$ cat src/verilog/quad_ctrl_pkg.sv
`default_nettype none

package quad_ctrl_pkg;

    ////////////////////////////////////////////////////////////////////////////
    // Tile geometry and widths
    ////////////////////////////////////////////////////////////////////////////

    // Row or column index, holds the last index of a dimension
    localparam int COORD_W        = 9;
    // Pixel-sequence BRAM address
    localparam int SEQ_ADDR_W     = 12;
    // Prefetch buffer word count
    localparam int PFB_CNT_W      = 9;

    ////////////////////////////////////////////////////////////////////////////
    // Execution constants
    ////////////////////////////////////////////////////////////////////////////

    // Compute engine lanes fed by the shift chains
    localparam int NUM_CE         = 8;
    // Sequence reads per output pixel
    localparam int SEQ_CYCLES     = 5;
    // Sequence read enable to first lane execute
    localparam int SEQ_RD_LATENCY = 3;
    // Input rows loaded before the first output row
    localparam int PRIME_ROWS     = 4;

    typedef logic [COORD_W-1:0]             coord_t;
    typedef logic [SEQ_ADDR_W-1:0]          seq_addr_t;
    typedef logic [PFB_CNT_W-1:0]           pfb_cnt_t;
    // Read slot within one pixel
    typedef logic [$clog2(SEQ_CYCLES)-1:0]  cycle_t;
    typedef logic [NUM_CE-1:0]              lane_mask_t;

    // Job level states
    typedef enum logic [2:0] {
        ST_IDLE,
        ST_PRIME,
        ST_FETCH,
        ST_ACTIVE,
        ST_DONE
    } job_state_t;

endpackage

`default_nettype wire
$ cat src/verilog/quad_ctrl_if.sv
`timescale 1ns/1ps
`default_nettype none

// Control strobes and levels shared by the job FSM,
// the prefetch reader and the pixel timer
interface quad_ctrl_if (
    input logic clk
);

    // From the job FSM
    logic priming;
    logic running;
    logic pfb_load;

    // From the prefetch reader
    logic pfb_empty;
    logic rows_primed;
    logic rows_left;

    // From the pixel timer
    logic row_done;
    logic frame_done;

    modport fsm (
        input  clk,
        input  pfb_empty, rows_primed, rows_left, row_done, frame_done,
        output priming, running, pfb_load
    );

    // Reader also sees frame end to rewind its input position
    modport pfb (
        input  clk,
        input  priming, running, pfb_load, frame_done,
        output pfb_empty, rows_primed, rows_left
    );

    modport timer (
        input  clk,
        input  running,
        output row_done, frame_done
    );

endinterface

`default_nettype wire

$ cat src/verilog/quad_bram_ctrl.sv
`timescale 1ns/1ps
`default_nettype none

module quad_bram_ctrl
    import quad_ctrl_pkg::*;
(
    input  logic       clk,
    input  logic       rst,
    // Job dimensions, each the last index
    input  coord_t     num_cols,
    input  coord_t     num_rows,
    // Job handshake
    input  logic       job_start,
    output logic       job_accept,
    // Row fetch handshake
    output logic       fetch_request,
    input  logic       fetch_ack,
    input  logic       fetch_complete,
    input  pfb_cnt_t   pfb_full_count,
    // Prefetch buffer read
    output logic       pfb_rden,
    // Pixel-sequence BRAM read
    output logic       seq_rden,
    output seq_addr_t  seq_rd_addr,
    // Compute engine lanes
    output lane_mask_t ce_execute,
    output lane_mask_t next_kernel,
    // Completion handshake
    output logic       job_complete,
    input  logic       job_complete_ack
);

    ////////////////////////////////////////////////////////////////////////////
    // Internal control bus
    ////////////////////////////////////////////////////////////////////////////

    quad_ctrl_if ctrl (
        .clk (clk)
    );

    quad_job_fsm u_job_fsm (
        .clk              (clk),
        .rst              (rst),
        .job_start        (job_start),
        .fetch_ack        (fetch_ack),
        .fetch_complete   (fetch_complete),
        .job_complete_ack (job_complete_ack),
        .job_accept       (job_accept),
        .fetch_request    (fetch_request),
        .job_complete     (job_complete),
        .ctrl             (ctrl.fsm)
    );

    pfb_read_ctrl u_pfb_read_ctrl (
        .clk            (clk),
        .rst            (rst),
        .num_rows       (num_rows),
        .num_cols       (num_cols),
        .pfb_full_count (pfb_full_count),
        .pfb_rden       (pfb_rden),
        .ctrl           (ctrl.pfb)
    );

    pixel_seq_timer u_pixel_seq_timer (
        .clk         (clk),
        .rst         (rst),
        .num_rows    (num_rows),
        .num_cols    (num_cols),
        .seq_rden    (seq_rden),
        .seq_rd_addr (seq_rd_addr),
        .ctrl        (ctrl.timer)
    );

    // Lane chains hang off the read enable and row strobe
    ce_lane_chain u_ce_lane_chain (
        .clk         (clk),
        .rst         (rst),
        .seq_rden    (seq_rden),
        .row_done    (ctrl.row_done),
        .ce_execute  (ce_execute),
        .next_kernel (next_kernel)
    );

endmodule

`default_nettype wire

$ cat src/verilog/ce_lane_chain.sv
`timescale 1ns/1ps
`default_nettype none

module ce_lane_chain
    import quad_ctrl_pkg::*;
(
    input  logic       clk,
    input  logic       rst,
    input  logic       seq_rden,
    input  logic       row_done,
    output lane_mask_t ce_execute,
    output lane_mask_t next_kernel
);

    ////////////////////////////////////////////////////////////////////////////
    // Execute pipe, BRAM latency then one stage per lane
    ////////////////////////////////////////////////////////////////////////////

    // Bit i holds seq_rden delayed i+1 cycles
    logic [SEQ_RD_LATENCY+NUM_CE-2:0] exe_pipe;
    // Bit i holds the row marker delayed i+1 cycles
    logic [NUM_CE-2:0]                mark_pipe;

    always_ff @(posedge clk) begin
        if (rst) begin
            exe_pipe <= '0;
        end else begin
            exe_pipe <= {exe_pipe[SEQ_RD_LATENCY+NUM_CE-3:0], seq_rden};
        end
    end

    // Lane 0 taps the pipe at exactly the read latency
    assign ce_execute = exe_pipe[SEQ_RD_LATENCY+NUM_CE-2:SEQ_RD_LATENCY-1];

    // Marker chain, lane 0 is the row strobe itself
    always_ff @(posedge clk) begin
        if (rst) begin
            mark_pipe <= '0;
        end else begin
            mark_pipe <= {mark_pipe[NUM_CE-3:0], row_done};
        end
    end

    assign next_kernel = {mark_pipe, row_done};

endmodule

`default_nettype wire

$ cat src/verilog/pixel_seq_timer.sv
`timescale 1ns/1ps
`default_nettype none

module pixel_seq_timer
    import quad_ctrl_pkg::*;
(
    input  logic       clk,
    input  logic       rst,
    input  coord_t     num_rows,
    input  coord_t     num_cols,
    output logic       seq_rden,
    output seq_addr_t  seq_rd_addr,
    quad_ctrl_if.timer ctrl
);

    // Read slot inside the current pixel
    cycle_t cycle_cnt;
    // Output pixel position
    coord_t out_col;
    coord_t out_row;

    logic   last_cycle;
    logic   last_col;
    logic   last_read;

    ////////////////////////////////////////////////////////////////////////////
    // Read enable and row end decode
    ////////////////////////////////////////////////////////////////////////////

    // Reads run back to back while the row may proceed
    assign seq_rden   = ctrl.running;

    assign last_cycle = (cycle_cnt == cycle_t'(SEQ_CYCLES - 1));
    assign last_col   = (out_col == num_cols);
    // Final read of the output row
    assign last_read  = seq_rden && last_cycle && last_col;

    // Slot counter wraps every pixel
    always_ff @(posedge clk) begin
        if (rst) begin
            cycle_cnt <= '0;
        end else if (seq_rden) begin
            if (last_cycle) begin
                cycle_cnt <= '0;
            end else begin
                cycle_cnt <= cycle_cnt + 1'b1;
            end
        end
    end

    // Column per pixel, row per completed row
    always_ff @(posedge clk) begin
        if (rst) begin
            out_col <= '0;
            out_row <= '0;
        end else if (seq_rden && last_cycle) begin
            if (last_col) begin
                out_col <= '0;
                // Wrap to zero after the final row for the next job
                if (out_row == num_rows) begin
                    out_row <= '0;
                end else begin
                    out_row <= out_row + 1'b1;
                end
            end else begin
                out_col <= out_col + 1'b1;
            end
        end
    end

    // Address restarts with each row
    always_ff @(posedge clk) begin
        if (rst) begin
            seq_rd_addr <= '0;
        end else if (last_read) begin
            seq_rd_addr <= '0;
        end else if (seq_rden) begin
            seq_rd_addr <= seq_rd_addr + 1'b1;
        end
    end

    // Row and frame strobes, one cycle after the last read
    always_ff @(posedge clk) begin
        if (rst) begin
            ctrl.row_done   <= 1'b0;
            ctrl.frame_done <= 1'b0;
        end else begin
            ctrl.row_done   <= last_read;
            ctrl.frame_done <= last_read && (out_row == num_rows);
        end
    end

endmodule

`default_nettype wire

$ cat src/verilog/pfb_read_ctrl.sv
`timescale 1ns/1ps
`default_nettype none

module pfb_read_ctrl
    import quad_ctrl_pkg::*;
(
    input  logic     clk,
    input  logic     rst,
    input  coord_t   num_rows,
    input  coord_t   num_cols,
    input  pfb_cnt_t pfb_full_count,
    output logic     pfb_rden,
    quad_ctrl_if.pfb ctrl
);

    // Words still in the prefetch buffer
    pfb_cnt_t         word_cnt;
    coord_t           input_col;
    // One extra bit so the last row can step past num_rows
    logic [COORD_W:0] input_row;

    ////////////////////////////////////////////////////////////////////////////
    // Read strobe and status
    ////////////////////////////////////////////////////////////////////////////

    // One read per cycle while anything is buffered
    assign pfb_rden         = (ctrl.priming || ctrl.running) && (word_cnt != '0);

    assign ctrl.pfb_empty   = (word_cnt == '0);
    assign ctrl.rows_primed = (input_row >= {1'b0, coord_t'(PRIME_ROWS)});
    // More input rows still to fetch
    assign ctrl.rows_left   = (input_row <= {1'b0, num_rows});

    // Load on fetch completion, count down per read
    always_ff @(posedge clk) begin
        if (rst) begin
            word_cnt <= '0;
        end else if (ctrl.pfb_load) begin
            word_cnt <= pfb_full_count;
        end else if (pfb_rden) begin
            word_cnt <= word_cnt - pfb_cnt_t'(1);
        end
    end

    // Input position of the consumed words
    always_ff @(posedge clk) begin
        if (rst || ctrl.frame_done) begin
            input_col <= '0;
            input_row <= '0;
        end else if (pfb_rden) begin
            if (input_col == num_cols) begin
                input_col <= '0;
                input_row <= input_row + 1'b1;
            end else begin
                input_col <= input_col + 1'b1;
            end
        end
    end

endmodule

`default_nettype wire

$ cat src/verilog/quad_job_fsm.sv
`timescale 1ns/1ps
`default_nettype none

module quad_job_fsm
    import quad_ctrl_pkg::*;
(
    input  logic     clk,
    input  logic     rst,
    input  logic     job_start,
    input  logic     fetch_ack,
    input  logic     fetch_complete,
    input  logic     job_complete_ack,
    output logic     job_accept,
    output logic     fetch_request,
    output logic     job_complete,
    quad_ctrl_if.fsm ctrl
);

    job_state_t state;
    // State to resume once the fetch lands
    job_state_t return_state;
    // Fetch acked, waiting on completion
    logic       fetch_busy;

    ////////////////////////////////////////////////////////////////////////////
    // Levels and strobes towards the datapath
    ////////////////////////////////////////////////////////////////////////////

    assign ctrl.priming  = (state == ST_PRIME);

    // Row runs in ACTIVE, gap of one cycle on each row end
    assign ctrl.running  = (state == ST_ACTIVE) && !ctrl.row_done;

    // Buffer count loads in the cycle the fetch completes
    assign ctrl.pfb_load = (state == ST_FETCH) && fetch_busy && fetch_complete;

    ////////////////////////////////////////////////////////////////////////////
    // Job sequencing
    ////////////////////////////////////////////////////////////////////////////

    always_ff @(posedge clk) begin
        if (rst) begin
            state         <= ST_IDLE;
            return_state  <= ST_IDLE;
            fetch_busy    <= 1'b0;
            job_accept    <= 1'b0;
            fetch_request <= 1'b0;
            job_complete  <= 1'b0;
        end else begin
            // Accept is a one cycle strobe
            job_accept <= 1'b0;
            case (state)
                ST_IDLE: begin
                    if (job_start) begin
                        job_accept <= 1'b1;
                        state      <= ST_PRIME;
                    end
                end
                ST_PRIME: begin
                    // Enough rows consumed, start output rows
                    if (ctrl.rows_primed) begin
                        state <= ST_ACTIVE;
                    end else if (ctrl.pfb_empty) begin
                        return_state  <= ST_PRIME;
                        fetch_request <= 1'b1;
                        state         <= ST_FETCH;
                    end
                end
                ST_FETCH: begin
                    // Request held until acked
                    if (fetch_request && fetch_ack) begin
                        fetch_request <= 1'b0;
                        fetch_busy    <= 1'b1;
                    end
                    if (ctrl.pfb_load) begin
                        fetch_busy <= 1'b0;
                        state      <= return_state;
                    end
                end
                ST_ACTIVE: begin
                    // Decide only at the row boundary
                    if (ctrl.row_done) begin
                        if (ctrl.frame_done) begin
                            job_complete <= 1'b1;
                            state        <= ST_DONE;
                        end else if (ctrl.rows_left) begin
                            return_state  <= ST_ACTIVE;
                            fetch_request <= 1'b1;
                            state         <= ST_FETCH;
                        end
                    end
                end
                ST_DONE: begin
                    // Completion held until acked
                    if (job_complete_ack) begin
                        job_complete <= 1'b0;
                        state        <= ST_IDLE;
                    end
                end
                default: begin
                    state <= ST_IDLE;
                end
            endcase
        end
    end

endmodule

`default_nettype wire

$ cat config.mk
export PLATFORM = sky130hd
export DESIGN_NAME = quad_bram_ctrl
export DESIGN_NICKNAME = d
export VERILOG_FILES = /design/src/verilog/quad_ctrl_pkg.sv /design/src/verilog/quad_ctrl_if.sv /design/src/verilog/quad_bram_ctrl.sv /design/src/verilog/ce_lane_chain.sv /design/src/verilog/pixel_seq_timer.sv /design/src/verilog/pfb_read_ctrl.sv /design/src/verilog/quad_job_fsm.sv
export SDC_FILE = /design/constraint.sdc
export NUM_CORES = 1
export LEC_CHECK = 0
export ABC_CLOCK_PERIOD_IN_PS = 6600
export BUFFER_PORTS_ARGS = -buffer_cell sky130_fd_sc_hd__clkbuf_2
export CAP_MARGIN = 10
export CORE_MARGIN = 3
export CORE_UTILIZATION = 40
export CTS_BUF_LIST = sky130_fd_sc_hd__clkbuf_4 sky130_fd_sc_hd__clkbuf_8
export CTS_CLUSTER_DIAMETER = 200
export CTS_CLUSTER_SIZE = 10
export DETAILED_ROUTE_END_ITERATION = 10
export HOLD_SLACK_MARGIN = 0.02
export PLACE_DENSITY_LB_ADDON = 0.12
export SYNTH_ARGS = -nofsm -noshare
export SYNTH_HDL_FRONTEND = slang
export SYNTH_SLANG_ARGS = --single-unit
$ cat constraint.sdc
create_clock -name clk -period 6.6 [get_ports clk]
set_input_delay 1.32 -clock clk [delete_from_list [all_inputs] [get_ports clk]]
set_output_delay 1.32 -clock clk [all_outputs]
set_load 0.02 [all_outputs]
==> metrics.md, run 1 <==
| Metric | Value |
|---|---|
| DIE HEIGHT | 111 µm |
| Setup Skew | 8.24 ps |
| Quantity of gates resized following cts | 0 |
| Detailed Route Iter0 Violations | 201 |
| Commonest non-fill, non-tap cell in the layout | dfxtp_1 |
| FF/Latch Area | 1780 µm² |
| Mapped cell area | around 4400 µm² |
| Ports | 66 |
| RR Endpoint | u_pfb_read_ctrl.input_row[4] |
| Post-synthesis mux area share | 0.451% |
| Power Total | 0.00129 W |
| Final estimated routing congestion in global placement | 0.790 |
| Vias per std cell | 5.32 |
| Postcts setup bufs | 0 |
| GRT overflow | 0 |
| Worst Path Class, Setup | reg2out |
| Core Box Area | 10600 µm² |
| WP data required | between 5000 and 6000 ps |
| HP Class | reg2reg |
| Setup TNS | 0 ps |
| Final Cycle Share | 56.9% |
| First-pass DRT Iterations | 4 |
| Power density over the cells | 256 nW/µm² |
| #FFs+latches synth | 89 |
| Number of H-tree levels | 3 |
| Syn Inst Count | 513 |
| Post-Synth Adder-Cell Area | 5.07% |
| Largest family of logic cells by synthesized area | simple AND/OR/NAND/NOR gates |
| Dominant synthesized flop cell | dfxtp_1 |
| Vias in the first global route | 3644 |
| Commonest cells after routing, fill and taps aside | dfxtp_1 (89), clkbuf_2 (65), nor2_1 (50) |
| Synth Area in Compound Gates | 10.6% |
| Clock Tree Buf Depth | 2 |
| Crit. End Element | output pin |
| RSZ-0062 raised after global routing | no |
| Syn_area_per_cell | about 8.7 µm² |
| Status | finished, final reports clean |
| Initial Utilization | 42.0% |
| Setup crit start kind | register |
| First-pass GRT wire length | 17000 µm |
| PnR worst setup slack | 2840 ps |
| Crit-path slowest cell | or4b_2 |
| Fmax | ~270 MHz |
| Footprint of the multi-input gates | 2420 µm² |
| GR Util All Layers | 16.3% |
| Endpoint, Worst Hold | u_ce_lane_chain.exe_pipe[1] |
| Clock root cell | clkbuf_8 |
| WP data arrival | about 2400 ps |
| Max_slew headroom | 31.9% |
| CTS Buf Count | 9 |
| Critical R2R Launch | u_pfb_read_ctrl.word_cnt[0] |
| Final #Nets | 614 |
| Synth-to-layout area growth | 13.4% |
| Ys async rst share | 0% |
| Final number of setup-violating endpoints | 0 |
| Hold Path Cell Cnt | 1 |
| Non-filler cells, final | 704 |
| Max incr delay on CP | between 600 and 700 ps |
| Leak | 2.01 nW |
| MaxCap Viol Count | 0 |
| Remaining DRCs | 0 |
| R2r setup slk | between 3000 and 4000 ps |
| Worst Path Max Fanout | 21 |
| N_diodes | 0 |
| Syn nets | 564 |
| CTS tree | done |
| Initial antenna violation count | 0 |
| CTS Hold Bufs | 0 |
| Post-synth EDFFs | 0 |
| Die Area | 12400 µm² |
| Cells on worst reg2reg path | 7 |
| Slew @ Worst Pin | 996 ps |
| Fillers | 1057 |
| Max-slew violations | 0 |
| Cell accounting for the most synthesized area | dfxtp_1 |
| Via count | 3745 |
| Share of the synthesized area in the top cell type | 40.1% |
| Post-Synth XOR/XNOR Area | 12.4% |
| Crit-path cells | inv_1 > ha_1 > or4b_2 > o211a_1 > clkbuf_2 |
| Routed Antenna Nets | 0 |
| Port buffer count | 65 |
| Clk slew on worst S/H paths | 90 ps |
| Worst skew pair latency | 360 ps |
| WL/cell | 14.0 µm |
| Die X | between 100 and 150 µm |
| Post-synthesis sequential area ratio | 40.1% |
| Post-DP HPWL | just over 7000 µm |
| Share of layout cells above drive strength 1 | between 15 and 20% |
| Peak supply drop | 0.000146 V |
| Setup WS pre-CTS | 3090 ps |
| Simple-Gate Fraction of Synth Area | 25.8% |
| Row cnt | 37 |
| Hold Crit Start | u_ce_lane_chain.exe_pipe[0] |
| Yosys cell types | 56 |
| Ys Warns | 0 |
| Tmin final | about 3800 ps |
| CTS sink cnt | 89 |
| Final Hold Fails | 0 |
| Synth top area cells | dfxtp_1 (40%), xor2_1 (7.3%), xnor2_1 (5.1%) |
| Placed cells | around 690 |
| Largest net degree at the start of global routing | 45 |
| Total wire length | 9880 µm |
==> report_power, final <==
| group | total [W] | internal [W] | switching (W) | leakage [nW] |
|---|---|---|---|---|
| clock | 0.000426 | 0.000233 | 0.000193 | 0.114 |
| combinational | 0.000262 | 0.000106 | 0.000157 | 1.18 |
| sequential | 0.000602 | 0.000567 | 0.0000346 | 0.718 |
| total | 0.00129 | 0.000906 | 0.000385 | 2.01 |
==> metrics by stage <==
step,hold WS [ps],instance area (µm²),util (%)
2_1_floorplan,414,4440,-
3_3_place_gp,425,4800,45.5
3_5_place_dp,429,4800,45.5
4_1_cts,457,5030,47.7
5_1_grt,473,5030,47.7
6_report,456,5030,47.7
==> how the worst max path moves through the flow <==
stage,start,to,slack [ps],depth (start not counted)
after floorplan,u_pfb_read_ctrl.word_cnt[0],pfb_rden,3600,5
after global placement,num_cols[6],u_pfb_read_ctrl.input_row[7],3180,6
after detailed placement,num_rows[8],u_job_fsm.return_state[1],3090,8
after CTS,u_pfb_read_ctrl.word_cnt[0],pfb_rden,2830,5
after global routing,u_pfb_read_ctrl.word_cnt[0],pfb_rden,2720,5
final,u_pfb_read_ctrl.word_cnt[0],pfb_rden,2840,5
==> cell type report <==
cell class                      count  area share, %
Clock buffer                       12           3.03
Clock inverter                      4           1.52
Timing Repair Buffer               66           6.61
Tap cell                          136           3.38
Multi-Input combinational cell    371           48.1
Sequential cell                    89           35.4
Inverter                           26           1.94
==> worst max-delay path, delay by kind of cell (launching register included) <==
family,cells,cell delay [ps]
AO/OA/AOI/OAI,1,520
adder cells (fa/ha/maj),1,250
buffers and inverters,2,340
flip-flops,1,340
AND/OR/NAND/NOR,1,640
==> cell families after synthesis <==
family | after synthesis
xor gates and xnor gates | 63
adders and majority gates | 18
AOI/OAI and AO/OA | 73
and+or+nand+nor | 215
muxes | 2
buffers and inverters | 53
DFF | 89
==> registers in the layout (all words and copies together), names as in the netlist <==
signal and flops:
u_job_fsm.state 3, u_job_fsm.job_accept 1, u_pixel_seq_timer.seq_rd_addr 12, u_job_fsm.job_complete 1
u_pixel_seq_timer.ctrl.row_done 1, u_pixel_seq_timer.cycle_cnt 3, u_pixel_seq_timer.ctrl.frame_done 1, u_pixel_seq_timer.out_col 9
u_job_fsm.fetch_busy 1, u_pixel_seq_timer.out_row 9, u_job_fsm.return_state 2, u_pfb_read_ctrl.input_col 9
u_pfb_read_ctrl.word_cnt 9, u_pfb_read_ctrl.input_row 10, u_ce_lane_chain.mark_pipe 7, u_job_fsm.fetch_request 1
u_ce_lane_chain.exe_pipe 10
==> synthesized netlist by cell type (2+ instances only) <==
cell type and number:
nor4_1 11, ha_1 18, nor2_1 50, xor2_1 37, a211oi_1 8, xnor2_1 26
o22ai_1 2, inv_1 25, clkbuf_1 15, nand3_1 18, and3_1 11, nor3_1 9
o21ai_0 10, or3_1 8, nand3b_1 3, a221oi_1 2, nand4_1 18, nand4b_1 3
o211ai_1 3, or4_1 12, nand2_1 37, and4_1 3, a21oi_1 25, o31ai_1 10
buf_4 9, nor2b_1 17, nand2b_1 3, mux2i_1 2, and2_1 3, dfxtp_1 89
==> per-layer routing <==
metal	vias up	global-route usage, %	share of wire [%]
li1	1904	-	-
met1	1741	22.3	50
met2	89	24.8	44
met3	11	4.29	5.2
met4	0	5.68	1.5
met5	-	0	0
Power figures use the tool's default switching activity.
==> run 2: changes to the inputs <==
--- a/config.mk
+++ b/config.mk
@@ -5,7 +5,8 @@
 export SDC_FILE = /design/constraint.sdc
 export NUM_CORES = 1
 export LEC_CHECK = 0
-export ABC_CLOCK_PERIOD_IN_PS = 6600
+export ABC_AREA = 1
+export ABC_CLOCK_PERIOD_IN_PS = 3550
 export BUFFER_PORTS_ARGS = -buffer_cell sky130_fd_sc_hd__clkbuf_2
 export CAP_MARGIN = 10
 export CORE_MARGIN = 3
==> constraint.sdc (replaced) <==
create_clock -name clk -period 3.55 [get_ports clk]
set_input_delay 0.71 -clock clk [delete_from_list [all_inputs] [get_ports clk]]
set_output_delay 0.71 -clock clk [all_outputs]
set_load 0.02 [all_outputs]
==> metrics.md, run 2 <==
| Metric | Value |
|---|---|
| Fmax | between 300 and 400 MHz |
| Synth-to-layout area growth | 11.0% |
| Placed cells | 930 (+35%) |
| CTS Buf Count | 9 (unchanged) |
| First-pass DRT Iterations | 5 (+1) |
| Final Hold Fails | 0 (unchanged) |
| Ports | 66 (unchanged) |
| Commonest non-fill, non-tap cell in the layout | nand2_1 |
| Port buffer count | 65 (unchanged) |
| Final Cycle Share | 78.6% |
| Synth top area cells | dfxtp_1 (35%), nand2_1 (11%), inv_1 (7.7%) |
| Post-synth EDFFs | 0 (unchanged) |
| Routed Antenna Nets | 0 (unchanged) |
| Quantity of gates resized following cts | 0 (unchanged) |
| DIE HEIGHT | 118 µm (+6.1%) |
| WL/cell | 12.0 µm (-15%) |
| Ys async rst share | 0% (unchanged) |
| Share of layout cells above drive strength 1 | 14.8% (-1.1 points) |
| WP data required | 2840 ps (-2440 ps) |
| GR Util All Layers | 16.7% (+0.47 points) |
| First-pass GRT wire length | 19300 µm (+14%) |
| Initial Utilization | 41.4% (-0.68 points) |
| Ys Warns | 0 (unchanged) |
| Vias per std cell | 4.66 (-12%) |
| Fillers | 1274 (+21%) |
| Share of the synthesized area in the top cell type | 35.4% (-4.7 points) |
| Dominant synthesized flop cell | dfxtp_1 |
| Row cnt | 40 (+8.1%) |
| Final estimated routing congestion in global placement | 0.816 (+3.2%) |
| Setup TNS | 0 ps (unchanged) |
| Status | finished, final reports clean |
| Syn Inst Count | 719 (+40%) |
| R2r setup slk | 1370 ps (-1920 ps) |
| CTS tree | done |
| Max reg flops | 12 (unchanged) |
| Max_slew headroom | 58.3% (+26 points) |
| MaxCap Viol Count | 0 (unchanged) |
| Worst Path Class, Setup | reg2out |
| Largest net degree at the start of global routing | 22 (-51%) |
| Setup crit start kind | register |
| Crit. End Element | output pin |
| Power density over the cells | 453 nW/µm² (+77%) |
| Worst skew pair latency | 380 ps (+20 ps) |
| Die X | 118 µm (+6.1%) |
| CTS sink cnt | 89 (unchanged) |
| N_diodes | 0 (unchanged) |
| Final #Nets | 824 (+34%) |
| Commonest cells after routing, fill and taps aside | nand2_1 (148), inv_1 (103), nor2_1 (97) |
| Post-synthesis sequential area ratio | 35.4% (-4.7 points) |
| Setup Skew | 9.53 ps (+1.28 ps) |
| Die Area | 14000 µm² (+13%) |
| Syn nets | 770 (+37%) |
| GRT overflow | 0 (unchanged) |
| Final number of setup-violating endpoints | 0 (unchanged) |
| Top flop regs | u_pixel_seq_timer.seq_rd_addr x12, u_ce_lane_chain.exe_pipe x10, u_pfb_read_ctrl.input_row x10 |
| HP Class | reg2reg |
| Worst Path Max Fanout | 16 (-24%) |
| Non-filler cells, final | 946 (+34%) |
| Cell accounting for the most synthesized area | dfxtp_1 |
| Post-synth top cells | nand2_1 (148), inv_1 (103), nor2_1 (97) |
| Vias in the first global route | 4121 (+13%) |
| Postcts setup bufs | 0 (unchanged) |
| Peak supply drop | 0.000300 V (+110%) |
| Post-DP HPWL | 8580 µm (+19%) |
| Via count | 4412 (+18%) |
| Clock root cell | clkbuf_8 |
| Core Box Area | 12200 µm² (+15%) |
| CTS Hold Bufs | 0 (unchanged) |
| Cell with the most instances after synthesis | nand2_1 |
| Post-layout util | 45.9% (-1.8 points) |
| Initial antenna violation count | 0 (unchanged) |
| Yosys cell types | 40 (-29%) |
| Clock Tree Buf Depth | 2 (unchanged) |
| WP data arrival | 2080 ps (-360 ps) |
| Max-slew violations | 0 (unchanged) |
| RSZ-0062 raised after global routing | no |
| Detailed Route Iter0 Violations | 275 (+37%) |
| Mapped cell area | 5030 µm² (+13%) |
| Slew @ Worst Pin | 624 ps (-372 ps) |
| Leak | 2.51 nW (+25%) |
| Total wire length | 11300 µm (+15%) |
| #FFs+latches synth | 89 (unchanged) |
| Syn_area_per_cell | 7.00 µm² (-19%) |
| Reg with most FFs | u_pixel_seq_timer.seq_rd_addr |
| Tmin final | 2790 ps |
| Remaining DRCs | 0 (unchanged) |
| Clk slew on worst S/H paths | 90 ps (about the same) |
| Number of H-tree levels | 3 (unchanged) |
run 2: changes by cell type after synthesis, sizes merged, moves of 13 or more:
| cell | delta |
|---|---|
| inv | +83 |
| a21oi | +15 |
| nor2 | +56 |
| nand2 | +119 |
| nand3 | +36 |
| or4 | -13 |
| nor2b | -17 |
run 2: kinds of logic (layout without fill, tap and decap cells):
family	count (synthesis)	in the layout	share of synthesized area, %
AO/OA/AOI/OAI	76	76	8.18
XOR/XNOR	46	46	8.01
adder cells (fa/ha/maj)	18	18	4.48
buffers and inverters	135	194	12.1
flip-flops	89	89	35.4
AND/OR/NAND/NOR	355	355	31.8
run 2: cell type report:
type	count	area [µm²]	area share, %
Multi-Input combinational cell	495	2640	47.3
Sequential cell	89	1780	31.9
Inverter	111	433	7.75
Timing Repair Buffer	67	340	6.09
Tap cell	168	210	3.76
Clock buffer	11	139	2.49
Clock inverter	5	40.0	0.717
run 2: final timing paths:
check	end	startpoint	depth (start not counted)
worst max register to register	u_pfb_read_ctrl.input_col[2]	u_job_fsm.state[2]	10
worst min-delay path	u_ce_lane_chain.exe_pipe[2]	u_ce_lane_chain.exe_pipe[1]	2
worst max-delay path	pfb_rden	u_job_fsm.state[1]	7
worst min register to register	u_ce_lane_chain.exe_pipe[2]	u_ce_lane_chain.exe_pipe[1]	2
run 2: critical path, cell delays in order (launching register included):
cell      delay, ps
dfxtp_1         520
inv_2           110
nor2_4          150
nand2_2         190
nand2_1         120
nand2_2         190
inv_4           220
clkbuf_2        200
run 2: report_power, final:
| group | switching (W) | internal [W] | leakage (nW) |
|---|---|---|---|
| sequential | 0.0000650 | 0.00107 | 0.719 |
| clock | 0.000383 | 0.000275 | 0.0834 |
| combinational | 0.000483 | 0.000251 | 1.71 |
| total | 0.000930 | 0.00160 | 2.51 |
run 2: per-stage QoR:
step,total power [W],setup WS [ps],hold WS [ps],area [µm²]
final,0.00253,761,407,5590
after global placement,0.00189,1180,398,5410
after floorplan,0.00176,1570,388,5030
after global routing,0.00271,573,434,5590
after detailed placement,0.00190,1130,398,5410
after CTS,0.00256,709,411,5590
run 2: layer usage:
metal	routed length, µm	global-route usage, %	share of wire [%]
met3	473	4.83	4.2
met4	155	5.27	1.4
met1	5370	21.0	47
met2	5340	27.7	47
met5	0	0	0
